<file path="src/rtl/hyper_cfg.svh">
// HyperRAM controller sizes: byte counts, field widths and the read wait
`ifndef HYPER_CFG_SVH
`define HYPER_CFG_SVH

// Command-address bytes sent at the start of every transaction
`define HYPER_CA_BYTES 6
// Bytes per core dword
`define HYPER_DWORD_BYTES 4
// Register writes carry one 16-bit value
`define HYPER_REG_BYTES 2

// Latency inputs and phase countdown width
`define HYPER_LAT_W 6
// Read dword count width, 1 to 63 dwords
`define HYPER_DWORDS_W 6

// Ticks allowed for the RWDS strobe before each read dword
`define HYPER_READ_WAIT 63

`endif

</file>
<file path="src/rtl/hyper_pkg.sv">
// HyperRAM controller types: state and opcode enums, request and pad structs
`include "hyper_cfg.svh"

package hyper_pkg;

  // Core request opcodes
  typedef enum logic [1:0] {
    OP_MEM_WRITE = 2'd0,
    OP_MEM_READ  = 2'd1,
    OP_REG_WRITE = 2'd2,
    OP_REG_READ  = 2'd3
  } hyper_op_e;

  // Transaction sequencer states
  typedef enum logic [2:0] {
    ST_IDLE       = 3'd0,
    ST_CMD_ADDR   = 3'd1,
    ST_LATENCY    = 3'd2,
    ST_WRITE_DATA = 3'd3,
    ST_READ_DATA  = 3'd4,
    ST_CS_HOLD    = 3'd5
  } hyper_state_e;

  // Core-side request, addr is a byte address
  typedef struct packed {
    hyper_op_e                          op;
    logic [31:0]                        addr;
    logic [`HYPER_DWORD_BYTES*8-1:0]    wr_d;
    logic [`HYPER_DWORD_BYTES-1:0]      byte_en;
    logic [`HYPER_DWORDS_W-1:0]         num_dwords;
  } hyper_req_t;

  // Pad outputs, enables are active low (high means input)
  typedef struct packed {
    logic [7:0] dq;
    logic       dq_oe_l;
    logic       rwds;
    logic       rwds_oe_l;
    logic       ck;
    logic       cs_l;
    logic       rst_l;
  } hyper_pad_tx_t;

  // Pad inputs from the device
  typedef struct packed {
    logic [7:0] dq;
    logic       rwds;
  } hyper_pad_rx_t;

endpackage

</file>
<file path="src/rtl/hyper_ctrl.sv">
// HyperRAM controller top: sequencer, phase timer, shifters, capture and pad registers
`timescale 1ns/1ns
`include "hyper_cfg.svh"

module hyper_ctrl (
  input  logic                              clk,
  input  logic                              reset,
  input  logic                              req_valid,
  input  hyper_pkg::hyper_req_t             req,
  input  logic [`HYPER_LAT_W-1:0]           latency_1x,
  input  logic [`HYPER_LAT_W-1:0]           latency_2x,
  output logic [`HYPER_DWORD_BYTES*8-1:0]   rd_d,
  output logic                              rd_rdy,
  output logic                              busy,
  output hyper_pkg::hyper_pad_tx_t          pad_tx,
  input  hyper_pkg::hyper_pad_rx_t          pad_rx
);

  // Strobes arriving while busy are dropped
  logic                       req_accept;
  // Sequencer to timer
  logic                       load;
  logic [`HYPER_LAT_W-1:0]    count;
  logic                       run;
  logic                       phase_tick;
  logic                       expired;
  logic                       ck_level;
  // Sequencer to datapath
  logic                       shift_ca;
  logic                       shift_data;
  logic                       read_run;
  logic                       dq_oe_l;
  logic                       rwds_oe_l;
  logic                       cs;
  // Datapath to pads and back
  logic [7:0]                 tx_byte;
  logic                       tx_mask;
  logic [7:0]                 rx_dq;
  logic                       rx_rwds;
  logic                       dword_done;

  assign req_accept = req_valid & ~busy;
  // rd_d is loaded together with dword_done
  assign rd_rdy = dword_done;

  hyper_seq_fsm u_seq (
    .clk         (clk),
    .reset       (reset),
    .req_valid   (req_accept),
    .op          (req.op),
    .num_dwords  (req.num_dwords),
    .latency_1x  (latency_1x),
    .latency_2x  (latency_2x),
    .rwds_sample (rx_rwds),
    .phase_tick  (phase_tick),
    .expired     (expired),
    .dword_done  (dword_done),
    .load        (load),
    .count       (count),
    .run         (run),
    .shift_ca    (shift_ca),
    .shift_data  (shift_data),
    .read_run    (read_run),
    .dq_oe_l     (dq_oe_l),
    .rwds_oe_l   (rwds_oe_l),
    .cs          (cs),
    .busy        (busy)
  );

  hyper_phase_timer u_timer (
    .clk        (clk),
    .reset      (reset),
    .run        (run),
    .load       (load),
    .count      (count),
    .phase_tick (phase_tick),
    .expired    (expired),
    .ck_level   (ck_level)
  );

  hyper_tx_shift u_tx (
    .clk        (clk),
    .req_valid  (req_accept),
    .req        (req),
    .shift_ca   (shift_ca),
    .shift_data (shift_data),
    .tx_byte    (tx_byte),
    .tx_mask    (tx_mask)
  );

  hyper_rx_capture u_rx (
    .clk        (clk),
    .read_run   (read_run),
    .rwds       (rx_rwds),
    .dq         (rx_dq),
    .rd_d       (rd_d),
    .dword_done (dword_done)
  );

  hyper_io_regs u_io (
    .clk       (clk),
    .reset     (reset),
    .ck_level  (ck_level),
    .cs        (cs),
    .tx_byte   (tx_byte),
    .tx_mask   (tx_mask),
    .dq_oe_l   (dq_oe_l),
    .rwds_oe_l (rwds_oe_l),
    .pad_rx    (pad_rx),
    .pad_tx    (pad_tx),
    .rx_dq     (rx_dq),
    .rx_rwds   (rx_rwds)
  );

endmodule

</file>
<file path="src/rtl/hyper_io_regs.sv">
// Pad output and input flops, DRAM clock, chip select and device reset
`timescale 1ns/1ns

module hyper_io_regs (
  input  logic                      clk,
  input  logic                      reset,
  input  logic                      ck_level,
  input  logic                      cs,
  input  logic [7:0]                tx_byte,
  input  logic                      tx_mask,
  input  logic                      dq_oe_l,
  input  logic                      rwds_oe_l,
  input  hyper_pkg::hyper_pad_rx_t  pad_rx,
  output hyper_pkg::hyper_pad_tx_t  pad_tx,
  output logic [7:0]                rx_dq,
  output logic                      rx_rwds
);

  logic       ck_d;
  logic       ck_q;
  logic [7:0] dq_q;
  logic       rwds_q;
  logic       dq_oe_l_q;
  logic       rwds_oe_l_q;
  logic       cs_l_q;

  // Two flops on the clock put its edges mid data byte
  always_ff @(posedge clk) begin
    ck_d    <= ck_level;
    ck_q    <= ck_d;
    dq_q    <= tx_byte;
    // RWDS high masks the byte
    rwds_q  <= ~tx_mask;
    rx_dq   <= pad_rx.dq;
    rx_rwds <= pad_rx.rwds;
  end

  // Pads default to input with CS released
  always_ff @(posedge clk) begin
    if (reset) begin
      dq_oe_l_q   <= 1'b1;
      rwds_oe_l_q <= 1'b1;
      cs_l_q      <= 1'b1;
    end else begin
      dq_oe_l_q   <= dq_oe_l;
      rwds_oe_l_q <= rwds_oe_l;
      cs_l_q      <= ~cs;
    end
  end

  assign pad_tx = '{
    dq:        dq_q,
    dq_oe_l:   dq_oe_l_q,
    rwds:      rwds_q,
    rwds_oe_l: rwds_oe_l_q,
    ck:        ck_q,
    cs_l:      cs_l_q,
    rst_l:     ~reset
  };

endmodule

</file>
<file path="src/rtl/hyper_phase_timer.sv">
// DRAM clock phase counter and phase countdown timer
`timescale 1ns/1ns
`include "hyper_cfg.svh"

module hyper_phase_timer (
  input  logic                        clk,
  input  logic                        reset,
  input  logic                        run,
  input  logic                        load,
  input  logic [`HYPER_LAT_W-1:0]     count,
  output logic                        phase_tick,
  output logic                        expired,
  output logic                        ck_level
);

  // Four fabric cycles per DRAM clock
  logic [1:0]                 phase;
  logic [`HYPER_LAT_W-1:0]    remain;

  always_ff @(posedge clk) begin
    if (reset || !run) begin
      phase <= 2'd0;
    end else begin
      phase <= phase + 2'd1;
    end
  end

  // Countdown in half DRAM clocks, load wins over the decrement
  always_ff @(posedge clk) begin
    if (reset) begin
      remain <= '0;
    end else if (load) begin
      remain <= count;
    end else if (phase_tick && remain != '0) begin
      remain <= remain - `HYPER_LAT_W'(1);
    end
  end

  // Odd phases, one byte slot each
  assign phase_tick = phase[0];
  assign expired    = phase_tick && (remain == `HYPER_LAT_W'(1));
  assign ck_level   = phase[1];

endmodule

</file>
<file path="src/rtl/hyper_rx_capture.sv">
// RWDS edge detection, read byte sampling and dword assembly
`timescale 1ns/1ns
`include "hyper_cfg.svh"

module hyper_rx_capture (
  input  logic                              clk,
  input  logic                              read_run,
  input  logic                              rwds,
  input  logic [7:0]                        dq,
  output logic [`HYPER_DWORD_BYTES*8-1:0]   rd_d,
  output logic                              dword_done
);

  localparam int DW_W  = `HYPER_DWORD_BYTES * 8;
  localparam int CNT_W = $clog2(`HYPER_DWORD_BYTES);

  logic               rwds_d;
  logic               wait_edge;
  logic               fall_slot;
  logic               sample;
  logic [CNT_W-1:0]   byte_cnt;
  logic [DW_W-1:0]    shift;

  // ------------------------------------------------------------
  // Strobe tracking
  // ------------------------------------------------------------
  always_ff @(posedge clk) begin
    rwds_d <= rwds;
    sample <= 1'b0;
    if (!read_run) begin
      wait_edge <= 1'b1;
      fall_slot <= 1'b0;
    end else if (wait_edge) begin
      // Rising RWDS opens a byte pair
      if (rwds && !rwds_d) begin
        wait_edge <= 1'b0;
        fall_slot <= 1'b0;
        sample    <= 1'b1;
      end
    end else begin
      fall_slot <= 1'b1;
      // Falling-edge byte two cycles after the rising one
      if (fall_slot) begin
        wait_edge <= 1'b1;
        sample    <= 1'b1;
      end
    end
  end

  // ------------------------------------------------------------
  // Byte assembly, first byte lands in the top
  // ------------------------------------------------------------
  always_ff @(posedge clk) begin
    dword_done <= 1'b0;
    if (!read_run) begin
      byte_cnt <= '0;
    end else if (sample) begin
      shift    <= {shift[DW_W-9:0], dq};
      byte_cnt <= byte_cnt + CNT_W'(1);
      if (byte_cnt == CNT_W'(`HYPER_DWORD_BYTES - 1)) begin
        rd_d       <= {shift[DW_W-9:0], dq};
        dword_done <= 1'b1;
        byte_cnt   <= '0;
      end
    end
  end

endmodule

</file>
<file path="src/rtl/hyper_seq_fsm.sv">
// HyperRAM transaction FSM: command, latency, data and chip-select hold phases
`timescale 1ns/1ns
`include "hyper_cfg.svh"

module hyper_seq_fsm (
  input  logic                          clk,
  input  logic                          reset,
  input  logic                          req_valid,
  input  hyper_pkg::hyper_op_e          op,
  input  logic [`HYPER_DWORDS_W-1:0]    num_dwords,
  input  logic [`HYPER_LAT_W-1:0]       latency_1x,
  input  logic [`HYPER_LAT_W-1:0]       latency_2x,
  input  logic                          rwds_sample,
  input  logic                          phase_tick,
  input  logic                          expired,
  input  logic                          dword_done,
  output logic                          load,
  output logic [`HYPER_LAT_W-1:0]       count,
  output logic                          run,
  output logic                          shift_ca,
  output logic                          shift_data,
  output logic                          read_run,
  output logic                          dq_oe_l,
  output logic                          rwds_oe_l,
  output logic                          cs,
  output logic                          busy
);

  hyper_pkg::hyper_state_e            state;
  hyper_pkg::hyper_state_e            state_next;
  hyper_pkg::hyper_op_e               op_q;
  logic [`HYPER_DWORDS_W-1:0]         dwords_left;
  logic [1:0]                         hold_cnt;
  logic                               is_write;
  logic                               hold_last;

  assign is_write = (op_q == hyper_pkg::OP_MEM_WRITE) || (op_q == hyper_pkg::OP_REG_WRITE);
  // Third hold cycle, chip select already released
  assign hold_last = (state == hyper_pkg::ST_CS_HOLD) && (hold_cnt == 2'd2);

  // ------------------------------------------------------------
  // Next state and timer loads
  // ------------------------------------------------------------
  always_comb begin
    state_next = state;
    load       = 1'b0;
    count      = '0;
    case (state)
      hyper_pkg::ST_IDLE: begin
        if (req_valid) begin
          state_next = hyper_pkg::ST_CMD_ADDR;
          load       = 1'b1;
          count      = `HYPER_LAT_W'(`HYPER_CA_BYTES);
        end
      end
      hyper_pkg::ST_CMD_ADDR: begin
        if (expired) begin
          load = 1'b1;
          case (op_q)
            // Zero latency, data straight after CA
            hyper_pkg::OP_REG_WRITE: begin
              state_next = hyper_pkg::ST_WRITE_DATA;
              count      = `HYPER_LAT_W'(`HYPER_REG_BYTES);
            end
            // RWDS high during CA asks for double latency
            hyper_pkg::OP_MEM_WRITE: begin
              state_next = hyper_pkg::ST_LATENCY;
              count      = rwds_sample ? latency_2x : latency_1x;
            end
            // Reads are paced by the device RWDS strobe
            default: begin
              state_next = hyper_pkg::ST_READ_DATA;
              count      = `HYPER_LAT_W'(`HYPER_READ_WAIT);
            end
          endcase
        end
      end
      hyper_pkg::ST_LATENCY: begin
        if (expired) begin
          state_next = hyper_pkg::ST_WRITE_DATA;
          load       = 1'b1;
          count      = `HYPER_LAT_W'(`HYPER_DWORD_BYTES);
        end
      end
      hyper_pkg::ST_WRITE_DATA: begin
        if (expired) begin
          state_next = hyper_pkg::ST_CS_HOLD;
        end
      end
      hyper_pkg::ST_READ_DATA: begin
        if (dword_done) begin
          if (dwords_left == `HYPER_DWORDS_W'(1)) begin
            state_next = hyper_pkg::ST_CS_HOLD;
          end else begin
            load  = 1'b1;
            count = `HYPER_LAT_W'(`HYPER_READ_WAIT);
          end
        end else if (expired) begin
          // No strobe from the device, give up on the burst
          state_next = hyper_pkg::ST_CS_HOLD;
        end
      end
      hyper_pkg::ST_CS_HOLD: begin
        if (hold_last) begin
          state_next = hyper_pkg::ST_IDLE;
        end
      end
      default: state_next = hyper_pkg::ST_IDLE;
    endcase
  end

  always_ff @(posedge clk) begin
    if (reset) begin
      state    <= hyper_pkg::ST_IDLE;
      hold_cnt <= 2'd0;
    end else begin
      state <= state_next;
      if (state == hyper_pkg::ST_CS_HOLD) begin
        hold_cnt <= hold_cnt + 2'd1;
      end else begin
        hold_cnt <= 2'd0;
      end
    end
  end

  // Request fields kept for the whole transaction
  always_ff @(posedge clk) begin
    if (state == hyper_pkg::ST_IDLE && req_valid) begin
      op_q        <= op;
      dwords_left <= num_dwords;
    end else if (state == hyper_pkg::ST_READ_DATA && dword_done) begin
      dwords_left <= dwords_left - `HYPER_DWORDS_W'(1);
    end
  end

  // ------------------------------------------------------------
  // Phase controls and pad direction
  // ------------------------------------------------------------
  assign run = (state == hyper_pkg::ST_CMD_ADDR) || (state == hyper_pkg::ST_LATENCY) ||
               (state == hyper_pkg::ST_WRITE_DATA) || (state == hyper_pkg::ST_READ_DATA);
  assign shift_ca   = phase_tick && (state == hyper_pkg::ST_CMD_ADDR);
  assign shift_data = phase_tick && (state == hyper_pkg::ST_WRITE_DATA);
  assign read_run   = (state == hyper_pkg::ST_READ_DATA);
  assign cs         = (state != hyper_pkg::ST_IDLE) && !hold_last;
  assign busy       = (state != hyper_pkg::ST_IDLE);

  always_comb begin
    case (state)
      // CA out, RWDS in for the latency sample
      hyper_pkg::ST_CMD_ADDR: begin
        dq_oe_l   = 1'b0;
        rwds_oe_l = 1'b1;
      end
      hyper_pkg::ST_LATENCY, hyper_pkg::ST_WRITE_DATA: begin
        dq_oe_l   = 1'b0;
        rwds_oe_l = 1'b0;
      end
      // Keep the last write byte on the pads until CS rises
      hyper_pkg::ST_CS_HOLD: begin
        dq_oe_l   = !is_write;
        rwds_oe_l = !is_write;
      end
      default: begin
        dq_oe_l   = 1'b1;
        rwds_oe_l = 1'b1;
      end
    endcase
  end

endmodule

</file>
<file path="src/rtl/hyper_tx_shift.sv">
// Command-address and write-data byte shifters with byte-enable mask
`timescale 1ns/1ns
`include "hyper_cfg.svh"

module hyper_tx_shift (
  input  logic                    clk,
  input  logic                    req_valid,
  input  hyper_pkg::hyper_req_t   req,
  input  logic                    shift_ca,
  input  logic                    shift_data,
  output logic [7:0]              tx_byte,
  output logic                    tx_mask
);

  localparam int CA_W = `HYPER_CA_BYTES * 8;
  localparam int DW_W = `HYPER_DWORD_BYTES * 8;

  logic [CA_W-1:0]                ca_word;
  logic [CA_W-1:0]                ca_sr;
  logic [DW_W-1:0]                data_sr;
  logic [`HYPER_DWORD_BYTES-1:0]  be_sr;
  logic                           is_read;
  logic                           is_reg;

  assign is_read = (req.op == hyper_pkg::OP_MEM_READ) || (req.op == hyper_pkg::OP_REG_READ);
  assign is_reg  = (req.op == hyper_pkg::OP_REG_WRITE) || (req.op == hyper_pkg::OP_REG_READ);

  // ------------------------------------------------------------
  // CA packing: R/W#, space, linear burst, row, column
  // ------------------------------------------------------------
  always_comb begin
    if (is_reg) begin
      // Register space takes the address as is
      ca_word = {is_read, 1'b1, 1'b1, req.addr[31:3], 13'd0, req.addr[2:0]};
    end else begin
      // Byte address to 16-bit word address, always dword aligned
      ca_word = {is_read, 1'b0, 1'b1, req.addr[30:2], 13'd0, req.addr[1:0], 1'b0};
    end
  end

  // MSB first for both CA and data
  always_ff @(posedge clk) begin
    if (req_valid) begin
      ca_sr   <= ca_word;
      data_sr <= req.wr_d;
      be_sr   <= req.byte_en;
      tx_mask <= 1'b0;
    end else begin
      if (shift_ca) begin
        tx_byte <= ca_sr[CA_W-1 -: 8];
        ca_sr   <= {ca_sr[CA_W-9:0], 8'h00};
      end
      if (shift_data) begin
        tx_byte <= data_sr[DW_W-1 -: 8];
        data_sr <= {data_sr[DW_W-9:0], 8'h00};
        tx_mask <= be_sr[`HYPER_DWORD_BYTES-1];
        be_sr   <= {be_sr[`HYPER_DWORD_BYTES-2:0], 1'b0};
      end
    end
  end

endmodule

</file>
<file path="config.mk">
export PLATFORM = sky130hd
export DESIGN_NAME = hyper_ctrl
export DESIGN_NICKNAME = d
export VERILOG_FILES = /design/src/rtl/hyper_pkg.sv /design/src/rtl/hyper_ctrl.sv /design/src/rtl/hyper_io_regs.sv /design/src/rtl/hyper_phase_timer.sv /design/src/rtl/hyper_rx_capture.sv /design/src/rtl/hyper_seq_fsm.sv /design/src/rtl/hyper_tx_shift.sv
export VERILOG_INCLUDE_DIRS = /design/src /design/src/rtl
export SDC_FILE = /design/constraint.sdc
export NUM_CORES = 1
export LEC_CHECK = 0
export ABC_CLOCK_PERIOD_IN_PS = 6300
export BUFFER_PORTS_ARGS = -buffer_cell sky130_fd_sc_hd__buf_2
export CAP_MARGIN = 10
export CORE_MARGIN = 2
export CORE_UTILIZATION = 50
export CTS_CLUSTER_DIAMETER = 200
export DETAILED_ROUTE_END_ITERATION = 16
export PLACE_DENSITY = 0.73
export SKIP_CTS_REPAIR_TIMING = 1
export SLEW_MARGIN = 10
export SYNTH_ARGS = -nofsm -noshare
export SYNTH_HDL_FRONTEND = slang
export SYNTH_SLANG_ARGS = --single-unit
</file>
<file path="constraint.sdc">
create_clock -name clk -period 6.3 [get_ports clk]
set_input_delay 0.315 -clock clk [delete_from_list [all_inputs] [get_ports clk]]
set_output_delay 0.315 -clock clk [all_outputs]
set_load 0.03 [all_outputs]
</file>
# Word-level counts from Yosys, hierarchy flattened
# Index checks and enable logic that the tools add are counted.
dict set report word_totals {
  reg_bits 200
  out_inout_bits 48
  wordCells 142
}
dict set report op_classes {
  n_addsub 5
  n_eq_ne 19
  muxes 46
  bitwise 7
  reduce_logical 37
}
# operator n
set ops {}
lappend ops {{two-way mux 48 bit} 2}
lappend ops {{two-way mux 32 bit} 2}
lappend ops {{two-way mux 6 bit} 8}
lappend ops {{two-way mux 47 bit} 1}
lappend ops {{two-way mux 3 bit} 9}
lappend ops {{one-hot mux 6 bit (4 select lines)} 1}
lappend ops {{one-hot mux 3 bit (6 select lines)} 1}
lappend ops {{two-way mux 8 bit} 2}
lappend ops {{equality test 6 x 1 -> 1 bit (second input constant)} 2}
lappend ops {{two-way mux 1 bit} 12}
lappend ops {{one-hot mux 6 bit (2 select lines)} 1}
lappend ops {{subtractor 6 x 1 -> 6 bit (second input constant)} 2}
lappend ops {{equality test 2 bit (second input constant)} 5}
lappend ops {{nonzero test 2 bit} 5}
lappend ops {{logical AND 1 bit} 9}
lappend ops {{two-way mux 4 bit} 2}
lappend ops {{logical OR 1 bit} 7}
lappend ops {{adder 2 x 1 -> 2 bit (second input constant)} 3}
lappend ops {{equality test 3 x 2 -> 1 bit (second input constant)} 2}
lappend ops {{equality test 3 bit (second input constant)} 2}
lappend ops {{inequality test 2 bit (second input constant)} 3}
lappend ops {{NOT 1 bit} 6}
lappend ops {{one-hot mux 3 bit (2 select lines)} 1}
lappend ops {{nonzero test 6 bit} 1}
lappend ops {{other kinds (17)} 25}

# Logic depth before layout (Yosys ltp)
dict set report depth {
  ltp_word 6
  depth_mapped 7
  depth_no_buf 6
}

# Cells and area by module
# Synthesis repeated with hierarchy kept, for this count alone.
dict set report hier_totals {
  hier_cells 541
  area_unflattened_um2 7714.9
}
# module instances cells_each area_per_inst_um2
set modules_own_cells {}
lappend modules_own_cells {hyper_tx_shift 1 242 3744.8}
lappend modules_own_cells {hyper_rx_capture 1 81 1941.9}
lappend modules_own_cells {hyper_seq_fsm 1 123 991.0}
lappend modules_own_cells {hyper_io_regs 1 33 524.3}
lappend modules_own_cells {hyper_phase_timer 1 61 499.2}
lappend modules_own_cells {hyper_ctrl 1 1 13.8}

# Least setup slack after synthesis
# OpenSTA, ideal clock, no wires.
dict set report synth_timing {
  path_type {reg-to-reg}
  from {register u_seq.state[0]}
  to {register u_tx.ca_sr[0], enable pin}
  setup_ns 0.480
  arrival_ns 3.286
  required_ns 5.820
  setup_slack_ns 2.533
  stages_incl_launch_ff 4
  path_buffers 1
  synth_period_minus_slack_ns 3.767
  path_cell_list {dfxtp_1 buf_2 mux2i_1 nor3_1}
}
dict set report synth_between {
  elab_chain_cells 4
}
# item line_no
set synth_rtl {}
lappend synth_rtl {{start, declared} hyper_seq_fsm.sv:29} ;# hyper_pkg::hyper_state_e state;
lappend synth_rtl {{start signal, assigned} hyper_seq_fsm.sv:114} ;# state <= hyper_pkg::ST_IDLE;
lappend synth_rtl {{start signal, assigned} hyper_seq_fsm.sv:117} ;# state <= state_next;
lappend synth_rtl {{nonzero test 3 bit} hyper_seq_fsm.sv:145} ;# assign busy = (state != hyper_pkg::ST_IDLE);
lappend synth_rtl {{NOT 1 bit} hyper_ctrl.sv:42} ;# assign req_accept = req_valid & ~busy;
lappend synth_rtl {{bitwise AND 1 bit} hyper_ctrl.sv:42}
lappend synth_rtl {{nonzero test 2 bit (no line) *} -}
lappend synth_rtl {{end signal, assigned} hyper_tx_shift.sv:44} ;# ca_sr <= ca_word;
lappend synth_rtl {{end signal, assigned} hyper_tx_shift.sv:51} ;# ca_sr <= {ca_sr[CA_W-9:0], 8'h00};
lappend synth_rtl {{end, declared} hyper_tx_shift.sv:19} ;# logic [CA_W-1:0] ca_sr;
# Mark *: on every way between the ends. The rest lies on a longest branch, timed or not.
# A chain may end at the register's enable or synchronous reset.

# Worst setup path after layout
dict set report layout_timing {
  from {register u_seq.state[1]}
  to {register u_tx.ca_sr[17], data pin}
}
dict set report layout_between {
  elab_chain_cells 4
}
# item line_no
set layout_rtl {}
lappend layout_rtl {{nonzero test 3 bit} hyper_seq_fsm.sv:145}
lappend layout_rtl {{NOT 1 bit} hyper_ctrl.sv:42}
lappend layout_rtl {{bitwise AND 1 bit} hyper_ctrl.sv:42}
lappend layout_rtl {{two-way mux 48 bit} hyper_tx_shift.sv:43} ;# if (req_valid) begin
# No other way between the ends.

==> results list <==
- The run finished with clean final reports.
* Final setup violation count: 0
* Commonest cells after routing, fill and taps aside: 147 x sky130_fd_sc_hd__buf_2, 146 x sky130_fd_sc_hd__edfxtp_1, 112 x sky130_fd_sc_hd__nand2_1, 44 x sky130_fd_sc_hd__nor2_1, 44 x sky130_fd_sc_hd__dfxtp_1
* Remaining routing DRC violations: 0
- Clock skew on the completed layout was measured at 0.00710 ns.
* Class of the tightest hold or removal check: input port to register
* Max-Cap Viols: 0
- Global-route wire length before repair: 22100 um
- The critical path is of the register to register type.
- Walking the worst path, the cells encountered are nor2_2 -> nand3_2 -> inv_2 -> buf_4 -> a21oi_1.
- For this configuration, the core starts out at a cell density of 0.505.
* Pin count of the biggest net entering global routing: 65
- The share of total power dissipated in the clock network is 0.353.
- Of all cell types, the one taking the most synthesized area is sky130_fd_sc_hd__edfxtp_1.
- The final max-slew violation count is 0.
- IR analysis of the VDD net gives a maximum drop of 208 uV.
* Total power per unit cell area: 307 nW/um^2
- Hold Vio Cnt, Final: 0
- Before antenna repair, the detailed router went through 5 iterations.
* Remaining global-route overflow: 0
* Number of distinct library cells after synthesis: 58
- The H-tree was split into 4 levels.
- Area share of the leading cell type in the synthesized netlist: 0.577
* Number of buffer cells added on primary ports: 147
- Routed wire per std cell: 15.0 um
- The share of total power dissipated in combinational logic is 0.105.
* Crit path required time: 6.46 ns
- After the first detailed-routing iteration, the DRC count stood at 376.
- Hold is met by 0.0956 ns.
* Aggregate negative setup slack: 0 ns
* Synthesized area divided by synthesized cell count: 12.9 um^2
- The detail route stage leaves a number of antenna-violating nets equal to 0.
* Standard cell core area: 15000 um^2
- From synthesis to final layout, the design area changed by 19.3%.
* EDFF count, synth: 146
- Clock transition time at the flip-flop clock pins of the worst setup and hold paths: 0.07 ns
- Leading cell types by total area after synthesis: sky130_fd_sc_hd__edfxtp_1 58%, sky130_fd_sc_hd__dfxtp_1 12%, sky130_fd_sc_hd__nand2_1 5.5%
- Period Utilization, post-route: 0.537
- Total power consumption of the routed design: 2.78 mW
- ANT cells: 0
* Height of the chip: 127 um
* Relative slew margins: 0.300
- Routability-driven placement finished with a final weighted congestion of 0.812.
* Delay of the slowest critical-path stage: 1.05 ns
- Switching power total: 684 uW
- Total number of clock tree sinks: 190
- STA classifies the critical path endpoint as a register.
- Signal arrival time at the worst endpoint: 3.54 ns
* Share of post-route cells with drive strength above 1: 0.269
- For met3 alone, demand over resource in global routing was 0.0557.
- Among all flip-flop cells after synthesis, the most frequent one is sky130_fd_sc_hd__edfxtp_1.
- The analysis attributes to cell leakage a power of 3.65 nW.
* Highest achievable clock rate: 296 MHz
- In this run the worst path has a maximum fanout of 64.
* Number of vias after detailed routing: 4798
- Global routing usage on met2: 0.283
- Final critical path time including I/O delays and setup: 3.38 ns
- Number of primary I/O pins: 148
- In the global route stage, overall resource usage came out at 0.176.
* Synthesized net count: 697
- For the pin with the worst max-slew slack, the measured transition is 1.05 ns.
- Full die area: 16200 um^2
* Initial antenna violation count: 0
- Setup repair after global routing left no endpoint under its margin.
- Final nets: 844
* Synthesized instance count: 590
- For this run, the number of Yosys warnings is 0.
- Vias in the first global route: 4474
* Slowest cell on crit path: sky130_fd_sc_hd__inv_2
- Area of all placed cells without fillers: 9060 um^2
- The internal power of the cells totals 2.10 mW.
- STA classifies the critical path startpoint as a register.
- The cell area that synthesis handed to floorplanning was 7600 um^2.
- Sequential share of power: 0.542
* Met1 track demand over resource in global routing: 0.232
- The clock passes through at most 2 buffers.
* Most used routing layer: met2
- Of the synthesized area, sequential elements account for 0.693.
- Cell area reported after detailed placement: 8440 um^2
* TritonCTS clock tree: done
* Aggregate routed wire length: 14100 um
* Width of the die: 127 um
* Number of buffers created by CTS: 17
- Number of rows created at floorplan: 45
- For the worst-skew pair, the clock arrives at the later sink with an insertion delay of 0.42 ns.
* HPWL reported at the end of detailed placement: 9570 um
- Flops & latches, synth: 190
- In the synthesized netlist the async set-or-reset flop fraction comes to 0.
- Master cell of the clock root buffer: sky130_fd_sc_hd__clkbuf_16
* Fraction of power spent switching nets: 0.246
- Dividing the detail-routed via count by the number of cells gives 5.12.
- Leading cell type in the layout, fill and taps excluded: sky130_fd_sc_hd__buf_2
## worst paths after layout
check | startpoint | endpoint | slack (ns) | cells after the start
worst max-delay path | u_seq.state[1]$_SDFFE_PP0P_ | u_tx.ca_sr[17]$_DFFE_PP_ | 2.92 | 5
worst min-delay path | req[74] | u_seq.op_q[0]$_DFFE_PP_ | 0.1 | 1
worst max register to register | u_seq.state[1]$_SDFFE_PP0P_ | u_tx.ca_sr[17]$_DFFE_PP_ | 2.92 | 5
worst min register to register | u_io.ck_d$_DFF_P_ | u_io.ck_q$_DFF_P_ | 0.33 | 0
## layout make-up
type	instances	area (um^2)
multi-input combinational	354	2120
fill	1145	5970
timing repair buffer	160	856
clock inverter	13	105
inverter	14	52.6
clock buffer	19	433
sequential	190	5270
tap	188	235
## critical path, delay by kind of cell, from the launching register on
| family | cells | cell delay (ns) |
|---|---|---|
| compound gates | 1 | 0.12 |
| buf+inv | 2 | 1.53 |
| flops | 1 | 0.49 |
| simple gates | 2 | 0.96 |
## state kept, by name (all words and copies together), names as in the netlist, 3 cells and up
register / count
u_io.dq_q: 8
u_io.rx_dq: 8
u_rx.rd_d: 32
u_rx.shift: 24
u_seq.dwords_left: 6
u_seq.state: 3
u_timer.remain: 6
u_tx.be_sr: 4
u_tx.ca_sr: 38
u_tx.data_sr: 32
u_tx.tx_byte: 8
## cells by family (layout without fill, tap and decap cells)
| logic type | count (synthesis) | count (layout) | synth area share |
|---|---|---|---|
| XOR/XNOR | 7 | 7 | 0.00807 |
| AND/OR/NAND/NOR | 215 | 215 | 0.129 |
| multiplexers | 49 | 49 | 0.0659 |
| buffers and inverters | 46 | 206 | 0.0290 |
| flip-flops | 190 | 190 | 0.693 |
| AO/OA/AOI/OAI | 76 | 76 | 0.0637 |
| adder cells (fa/ha/maj) | 7 | 7 | 0.0115 |
## synthesized netlist by cell type, drive strengths merged (2+ instances only)
cell type / number
or2: 3
a211oi: 2
nand4: 2
a31oi: 5
nor2b: 5
mux2: 8
nor3: 11
a21oi: 33
clkbuf: 10
and3b: 2
o21ai: 19
mux2i: 41
inv: 14
nand2b: 3
buf: 22
dfxtp: 44
xor2: 3
a31o: 3
and2: 10
and3: 6
nor3b: 3
ha: 7
edfxtp: 146
nand3: 4
nor2: 45
nand2: 112
xnor2: 4
o211ai: 2
or4b: 2
or3: 2
## metal layers
metal  share of wire  vias to the layer above
met5               0                        -
met4          0.0080                        0
met3           0.062                        9
met2            0.48                      161
met1            0.45                     2231
li1                -                     2397
## power groups by stage
stage               Sequential (mW)  Combinational [mW]  Clock (mW)
finish                         1.51               0.293       0.981
global route                   1.52               0.333        1.05
CTS                            1.51               0.292       0.997
detailed placement             1.53               0.290           0
global placement               1.53               0.280           0
floorplan                      1.52               0.216           0
## through the flow
step                      utilization  instances  setup WS, ns
after floorplan                     -        590          2.53
after global placement          0.561        897          3.00
after detailed placement        0.561        897          2.91
after CTS                       0.597        929          2.87
after global routing            0.603        938          2.55
final                           0.603        938          2.92
Power figures use the tool's default switching activity.
